===== config.mk =====
export PLATFORM = sky130hd
export DESIGN_NAME = periph_bridge
export DESIGN_NICKNAME = d
export VERILOG_FILES = /design/src/verilog/soc_pkg.sv /design/src/verilog/periph_bridge.sv
export VERILOG_INCLUDE_DIRS = /design/src /design/src/verilog
export SDC_FILE = /design/constraint.sdc
export NUM_CORES = 1
export LEC_CHECK = 0
export BUFFER_PORTS_ARGS = -buffer_cell sky130_fd_sc_hd__clkbuf_2
export CORE_UTILIZATION = 30
export DETAILED_ROUTE_END_ITERATION = 6
export SYNTH_ARGS = -nofsm -noshare
export SYNTH_HDL_FRONTEND = slang
export SYNTH_SLANG_ARGS = --single-unit

===== constraint.sdc =====
create_clock -name clock -period 8.1 [get_ports clock]
set_input_delay 0.81 -clock clock [delete_from_list [all_inputs] [get_ports clock]]
set_output_delay 0.81 -clock clock [all_outputs]
set_load 0.01 [all_outputs]

===== src/verilog/soc_defs.svh =====
`ifndef SOC_DEFS_SVH
`define SOC_DEFS_SVH

// Bus widths
`define SOC_ADDR_W 32
`define SOC_DATA_W 32

// Region field in address bits 31..28
`define SOC_REGION_W 4
`define SOC_REGION_RAM 1
`define SOC_REGION_BRIDGE 5

// Far side of the peripheral bridge
`define SOC_FAR_ADDR_W 28
`define SOC_FAR_TIMER 0
`define SOC_FAR_DMA 7

// Block RAM depth in words
`define SOC_RAM_WORDS 1024

// Peripheral register word offsets
`define SOC_REG_IDX_W 2
`define TMR_COUNT 0
`define TMR_COMPARE 1
`define TMR_CTRL 2
`define DMA_SRC 0
`define DMA_DST 1
`define DMA_LEN 2
`define DMA_CTRL 3

`endif


===== src/verilog/soc_pkg.sv =====
`include "soc_defs.svh"

package soc_pkg;

	typedef logic [`SOC_ADDR_W-1:0] addr_t;
	typedef logic [`SOC_DATA_W-1:0] data_t;
	typedef logic [`SOC_REGION_W-1:0] region_t;
	typedef logic [`SOC_REG_IDX_W-1:0] reg_idx_t;

	// Request toward a slave, rw high for write
	typedef struct packed {
		logic request;
		logic rw;
		addr_t address;
		data_t wdata;
	} bus_req_t;

	typedef struct packed {
		logic ready;
		data_t rdata;
	} bus_rsp_t;

	// Instruction fetch is read only
	typedef struct packed {
		logic request;
		addr_t address;
	} fetch_req_t;

	typedef enum logic {
		ARB_IDLE,
		ARB_BUSY
	} arb_state_t;

	typedef enum logic [1:0] {
		DMA_IDLE,
		DMA_READ,
		DMA_WRITE
	} dma_state_t;

endpackage


===== src/verilog/periph_bridge.sv =====
`timescale 1ns/10ps
`include "soc_defs.svh"

module periph_bridge (
	input  logic               clock,
	input  logic               i_rst_n,

	// Near side, system bus
	input  soc_pkg::bus_req_t  i_near_req,
	output soc_pkg::bus_rsp_t  o_near_rsp,

	// Far side, peripherals
	output soc_pkg::bus_req_t  o_far_req,
	input  soc_pkg::bus_rsp_t  i_far_rsp
);
	import soc_pkg::*;

	typedef enum logic [1:0] {
		BR_IDLE,
		BR_FAR,
		BR_DONE
	} br_state_t;

	br_state_t state;
	logic cap_rw;
	logic [`SOC_FAR_ADDR_W-1:0] cap_addr;
	data_t cap_wdata;
	data_t cap_rdata;

	// Capture, wait on far side, then one near ready
	always_ff @(posedge clock or negedge i_rst_n) begin
		if (!i_rst_n) begin
			state <= BR_IDLE;
		end else begin
			case (state)
				BR_IDLE: if (i_near_req.request) state <= BR_FAR;
				BR_FAR: if (i_far_rsp.ready) state <= BR_DONE;
				// Near request is still held here, so skip it
				default: state <= BR_IDLE;
			endcase
		end
	end

	always_ff @(posedge clock) begin
		if (state == BR_IDLE && i_near_req.request) begin
			cap_rw <= i_near_req.rw;
			cap_addr <= i_near_req.address[`SOC_FAR_ADDR_W-1:0];
			cap_wdata <= i_near_req.wdata;
		end
		if (state == BR_FAR && i_far_rsp.ready)
			cap_rdata <= i_far_rsp.rdata;
	end

	always_comb begin
		o_far_req.request = (state == BR_FAR);
		o_far_req.rw = cap_rw;
		o_far_req.address = addr_t'(cap_addr);
		o_far_req.wdata = cap_wdata;

		o_near_rsp.ready = (state == BR_DONE);
		o_near_rsp.rdata = cap_rdata;
	end

endmodule


==> results by group, run 1 <==
Setup path
  • CP Capture Type: output port
  • CP required: 7.29 ns
  • Data arrival time of the critical path: 1.14 ns
  • Launching element type of the critical path: register
  • Critical path class: reg -> out
  • Largest driver fanout on the critical path: 4

Routing
  • Via-to-Cell Ratio: 3.962
  • Routed wire length: 6.028 mm
  • Average detailed-routed wire length per instance: 13.58 um
  • Number of design-rule violations left by the first detailed-router iteration: 24
  • Count of nets left with antenna violations after detail routing: 0
  • First drt pass iteration count: 4
  • Number of remaining DRC errors: 0
  • Via total after detailed routing: 1759

Yosys
  • Cell count after synthesis: 108
  • Mean post-synth cell area: 27.20 um2
  • #FFs+latches synth: 95
  • Warnings, synthesis: 0
  • Netlist cell types: 10
  • Post-synthesis cell area: 2938 um2
  • Sequential area share after synthesis: 0.9676

Layout
  • Net count, final: 411
  • Antenna Cells: 0
  • Final design utilization: 0.4503
  • Most frequent standard cell in the layout excluding fill and tap cells: clkbuf_2
  • Layout cells sized above 1: 0.6698
  • Most frequent cells in the layout: 191 x clkbuf_2, 93 x edfxtp_1, 9 x clkbuf_8, 4 x conb_1, 3 x inv_6
  • Final cell count without fillers: 444
  • Fillers: 870
  • Synth-to-layout area growth: 43.65%

Clock network
  • Clock root buffer: clkbuf_8
  • Buffers inserted by post-CTS timing repair: 0
  • Post-CTS Resized: 0
  • Clk Latency, worst-skew pair: 0.35 ns
  • Hold-fix buffers, CTS: 0
  • TritonCTS clock tree: done
  • Reg clk slew, reported paths: 0.10 ns
  • Number of sinks on the clock net: 95
  • Number of buffers between clock root and the deepest sink: 2
  • H-tree depth: 3
  • Number of CTS-inserted buffers: 9

GRT
  • Number of global-route vias before repair: 1723
  • Global-route usage over all layers: 0.1155
  • GR met3 Demand/Resource: 0.07767
  • GR Layer Usage met1: 0.1228
  • Met2 Usage GRT: 0.1834
  • Grt total ovfl: 0
  • Maximum number of pins on one net before global-route repair: 62
  • Wire length of the first global-routing pass: 8.473 mm
  • Top Usage Layer GRT: met2
  • Number of antenna violations at the first check in global routing: 0

Run status
  • Outcome: finished clean

STA
  • Worst Skew: 0.01343 ns
  • Final setup violating endpoints: 0
  • Tightest slew margin relative to the limit: 0.4856
  • Count of final max-slew check failures: 0
  • Max Clk Rate: 0.5139 GHz
  • Unrepaired setup endpoints after global routing: false
  • Time the worst path needs with I/O delays and setup: 1.946 ns
  • Total negative setup slack: 0 ns
  • Worst-margin pin slew: 0.7716 ns
  • Final Hold Vio Count: 0
  • Share of the clock period used by the worst path: 0.2403

Pwr
  • Peak supply drop: 130.5 uV
  • Cell area power density: 266.0 nW/um2
  • Total leakage power: 1.822 nW

Placed design
  • HPWL after detailed placement: 4.560 mm
  • Number of instances in the placed design: 428
  • Placer congestion estimate: 0.6906
  • Number of buffer cells added on primary ports: 191

Die
  • Total die area: 10190 um2
  • Core outline area: 9371 um2
  • Vertical die dimension: 101.0 um
  • Overall die width: 101.0 um
  • Effective utilization at floorplan: 0.3135
  • Num ports: 200
  • Row Count: 35

Hold path
  • Hold WC Path Type: in -> async

Job
  • Number of max-cap violations: 0
==> cell families (layout without fill, tap and decap cells) <==
group / Yosys count / after routing / synth area share
flip-flops: 95 / 95 / 0.9676
AND/OR/NAND/NOR: 6 / 6 / 0.01576
buffers and inverters: 5 / 209 / 0.01278
other: 1 / 4 / 0.001276
AO/OA/AOI/OAI: 1 / 1 / 0.002556
==> state kept, by name (all words and copies together) (netlist names) <==
| name | flops |
|---|---|
| cap_addr | 28 |
| cap_rdata | 32 |
| cap_wdata | 32 |
| cap_rw | 1 |
| state | 2 |
==> metal layers <==
metal	vias up	part of all wire
met5	-	0
met4	0	0.010
met3	8	0.16
met2	137	0.46
met1	795	0.38
li1	819	-
==> critical path, stage by stage (launching register included) <==
cell and delay [ns]:
dfrtp_1 0.45, and2b_2 0.21, clkbuf_2 0.12
==> cells in the mapped netlist <==
cell	instances	share of area
edfxtp_1	93	0.95
buf_4	5	0.013
and2_1	2	0.0043
dfrtp_1	2	0.017
a211oi_1	1	0.0026
and2b_2	1	0.0030
conb_1	1	0.0013
nor2_1	1	0.0013
nor2b_4	1	0.0047
nor3b_1	1	0.0026
==> report_power, final <==
group          internal [mW]  leakage (nW)  total, mW  switching [mW]
Combinational         0.0700         0.843      0.185           0.115
Sequential             0.639         0.892      0.661          0.0218
Clock                  0.114        0.0875      0.277           0.163
==> final timing paths <==
kind / start / end / slack (ns) / depth (start not counted)
hold reg to reg: state[0] / state[0] / 0.56 / 1
setup / recovery: state[1] / o_near_rsp[32] / 6.15 / 2
setup reg to reg: state[1] / cap_wdata[13] / 6.44 / 2
hold / removal: i_rst_n / state[0] / 0.22 / 1
max in group asynchronous: i_rst_n / state[1] / 7.78 / 1
min in group clock: state[0] / state[0] / 0.56 / 1
==> cell type report <==
class	instances	area [um2]	share of cell area
timing repair buffer	193	970.9	0.2301
clock inverter	6	43.79	0.01038
tap	129	161.4	0.03824
multi-input combinational	11	73.82	0.01749
clock buffer	10	127.6	0.03024
sequential	95	2843	0.6736
==> through the flow <==
stage	hold WS, ns	instance area (um2)	worst slack, ns	power, mW
after floorplan	0.4859	2949	2.303	0.7646
after global placement	0.5323	4049	6.014	0.8595
after detailed placement	0.5528	4049	5.969	0.8644
after CTS	0.1974	4220	6.119	1.145
after global routing	0.1936	4220	6.077	1.179
final	0.2211	4220	6.154	1.122
Note: power is estimated with default switching activity, not from simulation.
==> inputs of run 2 (changes only) <==
--- a/config.mk
+++ b/config.mk
@@ -6,6 +6,7 @@
 export SDC_FILE = /design/constraint.sdc
 export NUM_CORES = 1
 export LEC_CHECK = 0
+export ABC_AREA = 1
 export BUFFER_PORTS_ARGS = -buffer_cell sky130_fd_sc_hd__clkbuf_2
 export CORE_UTILIZATION = 30
 export DETAILED_ROUTE_END_ITERATION = 6
==> constraint.sdc (replaced) <==
create_clock -name clock -period 1.7 [get_ports clock]
set_input_delay 0.17 -clock clock [delete_from_list [all_inputs] [get_ports clock]]
set_output_delay 0.17 -clock clock [all_outputs]
set_load 0.01 [all_outputs]
==> run 2 against run 1 <==
Compared with the run above: combinational power grew to 5.1 times the previous value; global-route usage grew 3.0 points; hold slack lost 0.12 ns; setup slack lost 5.8 ns; critical path type is now reg -> reg; largest cell class unchanged; largest power group unchanged; highest routed layer unchanged.
==> results by group, run 2 <==
Setup path
  • Data arrival time of the critical path: 1.43 ns (+0.29 ns)
  • Delay of the slowest cell on the worst path: 0.41 ns (-0.04 ns)
  • Capture instance of the worst register-to-register path: cap_wdata[21]
  • CP Capture Type: register
  • CP required: 1.74 ns (-5.55 ns)
  • Launching element type of the critical path: register
  • Slowest CP cell: dfrtp_1
  • R2R depth: 4 (+2)
  • Critical path class: reg -> reg
  • Beginning of the worst register-to-register path: state[0]
  • Largest driver fanout on the critical path: 36 (+32)
  • Slack of the worst reg-to-reg path: 0.31 ns (-6.13 ns)
  • Cell Chain, Critical Path: nor2_1 > nand2_1 > clkinvlp_4 > buf_12

STA
  • Total negative setup slack: 0 ns (unchanged)
  • Max Clk Rate: 0.7207 GHz
  • Unrepaired setup endpoints after global routing: false
  • Count of final max-slew check failures: 0 (unchanged)
  • Share of the clock period used by the worst path: 0.8162
  • Time the worst path needs with I/O delays and setup: 1.388 ns
  • Final Hold Vio Count: 0 (unchanged)
  • Worst Skew: 0.009346 ns (-0.004089 ns)
  • Worst hold-check slack: 0.09951 ns (-0.1216 ns)
  • Final setup violating endpoints: 0 (unchanged)

Layout
  • Antenna Cells: 0 (unchanged)
  • Most frequent cells in the layout: 191 x clkbuf_2, 94 x dlygate4sd3_1, 93 x edfxtp_1, 9 x clkbuf_8
  • Net count, final: 512 (+25%)
  • Final design utilization: 0.5546 (+0.1043)
  • Synth-to-layout area growth: 77.37%
  • Most frequent standard cell in the layout excluding fill and tap cells: clkbuf_2
  • Layout cells sized above 1: 0.5108 (-0.1590)
  • Registers with the highest flip-flop counts: cap_rdata (32), cap_wdata (32), cap_addr (28)

Yosys
  • Library cell with the highest instance count after synthesis: edfxtp_1
  • Yosys top cell by area: edfxtp_1
  • Portion of netlist area occupied by mux cells: 0 (unchanged)
  • Post-synthesis cell area: 2930 um2 (-0.26%)
  • Netlist cell types: 8 (-2)
  • Synth Area in Adders: 0 (unchanged)
  • Sequential area share after synthesis: 0.9701 (+0.002479)
  • Compound-cell area share of the yosys netlist: 0 (-0.002555)
  • Synthesized-area fraction occupied by xor and xnor cells: 0 (unchanged)
  • Proportion of netlist area held by the largest area contributor: 0.9530 (+0.002435)
  • EDFF count, synth: 93 (unchanged)
  • Post-synth top flop: edfxtp_1
  • Most instantiated cells after synthesis: 93 x edfxtp_1, 5 x buf_4, 4 x inv_1, 4 x nor2_1, 3 x nand2_1
  • Leading cell types by total area after synthesis: edfxtp_1 95%, dfrtp_1 1.7%, buf_4 1.3%, inv_1 0.51%, nor2_1 0.51%
  • Share of flip-flops with an asynchronous set or reset after synthesis: 0.02105 (unchanged)
  • #FFs+latches synth: 95 (unchanged)
  • Mean post-synth cell area: 25.93 um2 (-4.7%)
  • Simple-gate area share of the yosys netlist: 0.01067 (-0.005083)
  • Warnings, synthesis: 0 (unchanged)
  • Cell count after synthesis: 113 (+4.6%)
  • Main combinational cell family by area after synthesis: buffers and inverters

Clock network
  • Clk Latency, worst-skew pair: 0.34 ns (about the same)
  • H-tree depth: 3 (unchanged)
  • Number of sinks on the clock net: 95 (unchanged)
  • Post-CTS Resized: 0 (unchanged)
  • Number of CTS-inserted buffers: 9 (unchanged)
  • Number of buffers between clock root and the deepest sink: 2 (unchanged)
  • Clock root buffer: clkbuf_8
  • TritonCTS clock tree: done
  • Reg clk slew, reported paths: 0.09 ns (about the same)

Pwr
  • Cell area power density: 1015 nW/um2 (+280%)
  • Peak supply drop: 476.7 uV (+270%)
  • Total leakage power: 2.235 nW (+23%)

GRT
  • Grt total ovfl: 0 (unchanged)
  • Maximum number of pins on one net before global-route repair: 37 (-40%)
  • Wire length of the first global-routing pass: 10.85 mm (+28%)
  • Global-route usage over all layers: 0.1451 (+0.02963)
  • Number of antenna violations at the first check in global routing: 0 (unchanged)
  • Number of global-route vias before repair: 2274 (+32%)

Hold path
  • Number of cells traversed by the worst hold path: 3
  • Hold_sp: i_near_req[65]
  • Hold WC Path Type: in -> reg
  • Worst min-delay path endpoint: state[0]

Run status
  • Outcome: finished clean

Die
  • Core outline area: 9371 um2 (unchanged)
  • Overall die width: 100.8 um (-0.13%)
  • Effective utilization at floorplan: 0.3127 (-0.0008012)
  • Row Count: 35 (unchanged)
  • Total die area: 10170 um2 (-0.26%)
  • Num ports: 200 (unchanged)
  • Vertical die dimension: 100.8 um (-0.13%)

Placed design
  • HPWL after detailed placement: 4.413 mm (-3.2%)
  • Number of buffer cells added on primary ports: 191 (unchanged)
  • Placer congestion estimate: 0.7668 (+11%)

Routing
  • Routed wire length: 7.433 mm (+23%)
  • Number of design-rule violations left by the first detailed-router iteration: 51 (+110%)
  • Number of remaining DRC errors: 0 (unchanged)
  • Average detailed-routed wire length per instance: 13.66 um (+0.64%)
  • First drt pass iteration count: 4 (unchanged)
  • Via-to-Cell Ratio: 3.998 (+0.92%)
  • Via total after detailed routing: 2175 (+24%)
  • Count of nets left with antenna violations after detail routing: 0 (unchanged)

Job
  • Number of max-cap violations: 0 (unchanged)
run 2: area by class of cell:
type / instances / area (um2)
clock buffer: 9 / 123.9
clock inverter: 6 / 45.04
fill: 737 / 4174
inverter: 4 / 18.77
multi-input combinational: 12 / 53.80
sequential: 95 / 2843
tap: 129 / 161.4
timing repair buffer: 289 / 1952
run 2: report_power, final:
part / switching [mW] / internal, mW / leakage, nW
combinational: 0.506 / 0.442 / 1.26
sequential: 0.0848 / 2.94 / 0.895
clock: 0.771 / 0.531 / 0.0781
total: 1.36 / 3.91 / 2.23
run 2: worst max path at each step:
stage | start | endpoint | slack [ns] | cells past startpoint
after floorplan | state[0] | cap_addr[0] | -0.08 | 3
after global placement | state[0] | cap_addr[12] | 0.34 | 4
after detailed placement | state[0] | cap_addr[19] | 0.31 | 4
after CTS | state[0] | cap_wdata[24] | 0.29 | 4
after global routing | state[0] | cap_wdata[24] | 0.22 | 4
final | state[0] | cap_wdata[21] | 0.31 | 4
run 2: per-layer routing:
metal  global-route usage  share of wire  vias up
met3              0.07559           0.12       11
met1               0.1618           0.40      986
li1                     -              -     1021
met2               0.2434           0.47      157
met5                    0              0        -
met4              0.04013          0.012        0
run 2: through the flow:
step / cells / instance area, um2 / setup WS [ns] / total power [mW]
final: 544 / 5197 / 0.3125 / 5.273
after floorplan: 116 / 2953 / -0.08305 / 3.394
after global placement: 435 / 4088 / 0.3388 / 3.834
after global routing: 544 / 5197 / 0.2197 / 5.530
after CTS: 542 / 5177 / 0.2891 / 5.319
after detailed placement: 435 / 4088 / 0.3107 / 3.842
run 2: logic make-up (layout without fill, tap and decap cells):
kind of cell / count (synthesis) / count (layout)
buffers and inverters: 9 / 308
flip-flops: 95 / 95
other: 1 / 4
AND/OR/NAND/NOR: 8 / 8
run 2: worst max-delay path: cells and delay by family, from the launching register on:
kind | cells | cell delay [ns]
buffers and inverters | 2 | 0.46
and+or+nand+nor | 2 | 0.21
DFF | 1 | 0.41
run 2: timing repair:
item                                   in CTS  in global routing
hold buffers                               92                  2
endpoints found under the hold margin      93                  2
buffers inserted                            0                  0
==> inputs of run 3 (changes only) <==
==> constraint.sdc (replaced) <==
create_clock -name clock -period 1.3 [get_ports clock]
set_input_delay 0.13 -clock clock [delete_from_list [all_inputs] [get_ports clock]]
set_output_delay 0.13 -clock clock [all_outputs]
set_load 0.01 [all_outputs]
==> run 3 against run 2 <==
Compared with the run above: the run now ends with negative setup slack left; non-clock buffer count rose by 8; count of clock-buffer cells in the layout did not move; hold slack got worse by 0.042 ns; power grew 43%; setup slack worse by 0.33 ns; wire length up 7.4%; die area unchanged; clock skew grew 0.0034 ns; via count increased by 2.9%; sequential cell count unchanged; first-iteration DRC count is 22% lower; fmax grew 5.1%; largest cell class unchanged.
==> results by group, run 3 (same netlist as run 2, synthesis figures left out) <==
Run status
  • Outcome: finished, violations left
  • Violated checks: negative setup slack

Placed design
  • Number of buffer cells added on primary ports: 191 (unchanged)
  • Placer congestion estimate: 0.7024 (-8.4%)
  • HPWL after detailed placement: 4.609 mm (+4.4%)
  • Number of instances in the placed design: 434 (-0.23%)

GRT
  • Number of global-route vias before repair: 2295 (+0.92%)
  • Number of antenna violations at the first check in global routing: 0 (unchanged)
  • Grt total ovfl: 0 (unchanged)
  • Global-route usage over all layers: 0.1489 (+0.003761)
  • Wire length of the first global-routing pass: 11.03 mm (+1.6%)
  • Maximum number of pins on one net before global-route repair: 33 (-11%)

STA
  • Final Hold Vio Count: 0 (unchanged)
  • Final worst setup slack: -0.02015 ns (-0.3326 ns)
  • Worst Skew: 0.01275 ns (+0.003407 ns)
  • Max Clk Rate: 0.7575 GHz (+5.1%)
  • Time the worst path needs with I/O delays and setup: 1.320 ns (-0.06735 ns)
  • Count of final max-slew check failures: 0 (unchanged)
  • Share of the clock period used by the worst path: 1.016 (+0.1993)
  • Total negative setup slack: -0.5570 ns (-0.5570 ns)
  • Final setup violating endpoints: 51 (+51)
  • Unrepaired setup endpoints after global routing: true
  • Worst hold-check slack: 0.05773 ns (-0.04178 ns)

Die
  • Row Count: 35 (unchanged)
  • Vertical die dimension: 100.8 um (unchanged)
  • Core outline area: 9371 um2 (unchanged)
  • Effective utilization at floorplan: 0.3127 (unchanged)
  • Overall die width: 100.8 um (unchanged)
  • Num ports: 200 (unchanged)
  • Total die area: 10170 um2 (unchanged)

Clock network
  • TritonCTS clock tree: done
  • Number of CTS-inserted buffers: 9 (unchanged)
  • Number of sinks on the clock net: 95 (unchanged)
  • Reg clk slew, reported paths: 0.09 ns (about the same)
  • Clock root buffer: clkbuf_8
  • Clk Latency, worst-skew pair: 0.35 ns (about the same)
  • Number of buffers between clock root and the deepest sink: 2 (unchanged)
  • H-tree depth: 3 (unchanged)

Layout
  • Layout cells sized above 1: 0.5272 (+0.01634)
  • Synth-to-layout area growth: 84.84%
  • Net count, final: 520 (+1.6%)
  • Final design utilization: 0.5780 (+0.02336)
  • Fillers: 737 (unchanged)
  • Registers with the highest flip-flop counts: cap_rdata (32), cap_wdata (32), cap_addr (28)
  • Most frequent standard cell in the layout excluding fill and tap cells: clkbuf_2
  • Antenna Cells: 0 (unchanged)
  • Final cell count without fillers: 552 (+1.5%)
  • Most frequent cells in the layout: 191 x clkbuf_2, 94 x dlygate4sd3_1, 93 x edfxtp_1, 9 x clkbuf_8

Pwr
  • Combinational share of power: 0.197 (+0.017)
  • Clock share of power: 0.280 (+0.033)
  • P_sw: 1.857 mW (+36%)
  • Net Sw Frac: 0.2458 (-0.01236)
  • Peak supply drop: 750.6 uV (+57%)
  • Internal Pwr Total: 5.700 mW (+46%)
  • Total leakage power: 2.343 nW (+4.9%)
  • Cell area power density: 1395 nW/um2 (+38%)
  • Sequential fraction of design power: 0.523 (-0.050)

Routing
  • First drt pass iteration count: 4 (unchanged)
  • Routed wire length: 7.984 mm (+7.4%)
  • Average detailed-routed wire length per instance: 14.46 um (+5.9%)
  • Count of nets left with antenna violations after detail routing: 0 (unchanged)
  • Number of design-rule violations left by the first detailed-router iteration: 40 (-22%)
  • Via-to-Cell Ratio: 4.054 (+1.4%)
  • Number of remaining DRC errors: 0 (unchanged)
  • Via total after detailed routing: 2238 (+2.9%)

Job
  • Number of max-cap violations: 0 (unchanged)

Setup path
  • R2R depth: 5 (+1)
  • Critical path class: reg -> reg
  • CP Capture Type: register
  • Launching element type of the critical path: register
  • Data arrival time of the critical path: 1.40 ns (-0.03 ns)
  • Largest driver fanout on the critical path: 8 (-78%)
  • CP required: 1.38 ns (-0.36 ns)

Hold path
  • Hold WC Path Type: in -> reg
  • Number of cells traversed by the worst hold path: 3 (unchanged)
[run 3: cell count changes in the layout (fill, tap and decap cells not counted), sizes merged]
cell	previous run	this run
clkinvlp	4	1
buf	4	8
clkbuf	200	204
inv	5	6
bufinv	0	2
[run 3: final timing paths]
| path | from | endpoint | slack, ns |
|---|---|---|---|
| worst max-delay path | state[0] | cap_addr[8] | -0.02 |
| worst min-delay path | i_far_rsp[32] | state[1] | 0.06 |
| worst max register to register | state[0] | cap_addr[8] | -0.02 |
| worst min register to register | state[1] | state[0] | 0.60 |
| max in group asynchronous | i_rst_n | state[0] | 1.12 |
| min in group asynchronous | i_rst_n | state[1] | 0.08 |
[run 3: final cells by class]
type,count,area [um2],area share
clock buffers,9,123.9,0.02287
clock inverters,6,91.34,0.01686
inverters,4,18.77,0.003465
multi-input cells,12,61.31,0.01132
flip-flops and latches,95,2843,0.5248
well taps,129,161.4,0.02980
repair buffers,297,2117,0.3909
[run 3: critical path: stages, from the launching register on]
cell	delay, ns
dfrtp_1	0.43
nor2_2	0.13
nand2_2	0.08
clkinvlp_4	0.10
buf_6	0.14
clkbuf_16	0.15
[run 3: what timing repair did]
item                                    CTS  global route
hold buffers                             94             0
setup buffers                             0             3
hold endpoints to repair                 95             0
endpoints found under the setup margin    0            86
gates resized for setup                   0             7
[run 3: power by group through the flow]
stage | combinational (mW) | sequential, mW | clock (mW)
2_1_floorplan | 0.232 | 4.21 | 0
3_3_place_gp | 1.02 | 4.00 | 0
3_5_place_dp | 1.02 | 4.01 | 0
4_1_cts | 1.25 | 3.94 | 2.18
5_1_grt | 1.60 | 3.98 | 2.29
6_report | 1.49 | 3.95 | 2.11
[run 3: per-stage QoR]
step / instance area (um2) / power (mW) / worst slack (ns)
after floorplan: 2953 / 4.439 / -0.4831
after global placement: 4093 / 5.021 / 0.06128
after detailed placement: 4093 / 5.037 / 0.05731
after CTS: 5249 / 7.377 / 0.007370
after global routing: 5416 / 7.876 / -0.07952
final: 5416 / 7.558 / -0.02015
[run 3: layer usage]
metal	vias up	track usage	share of wire
met3	10	0.05062	0.097
li1	1039	-	-
met5	-	0	0
met1	1050	0.1581	0.38
met2	139	0.2671	0.51
met4	0	0.06689	0.015
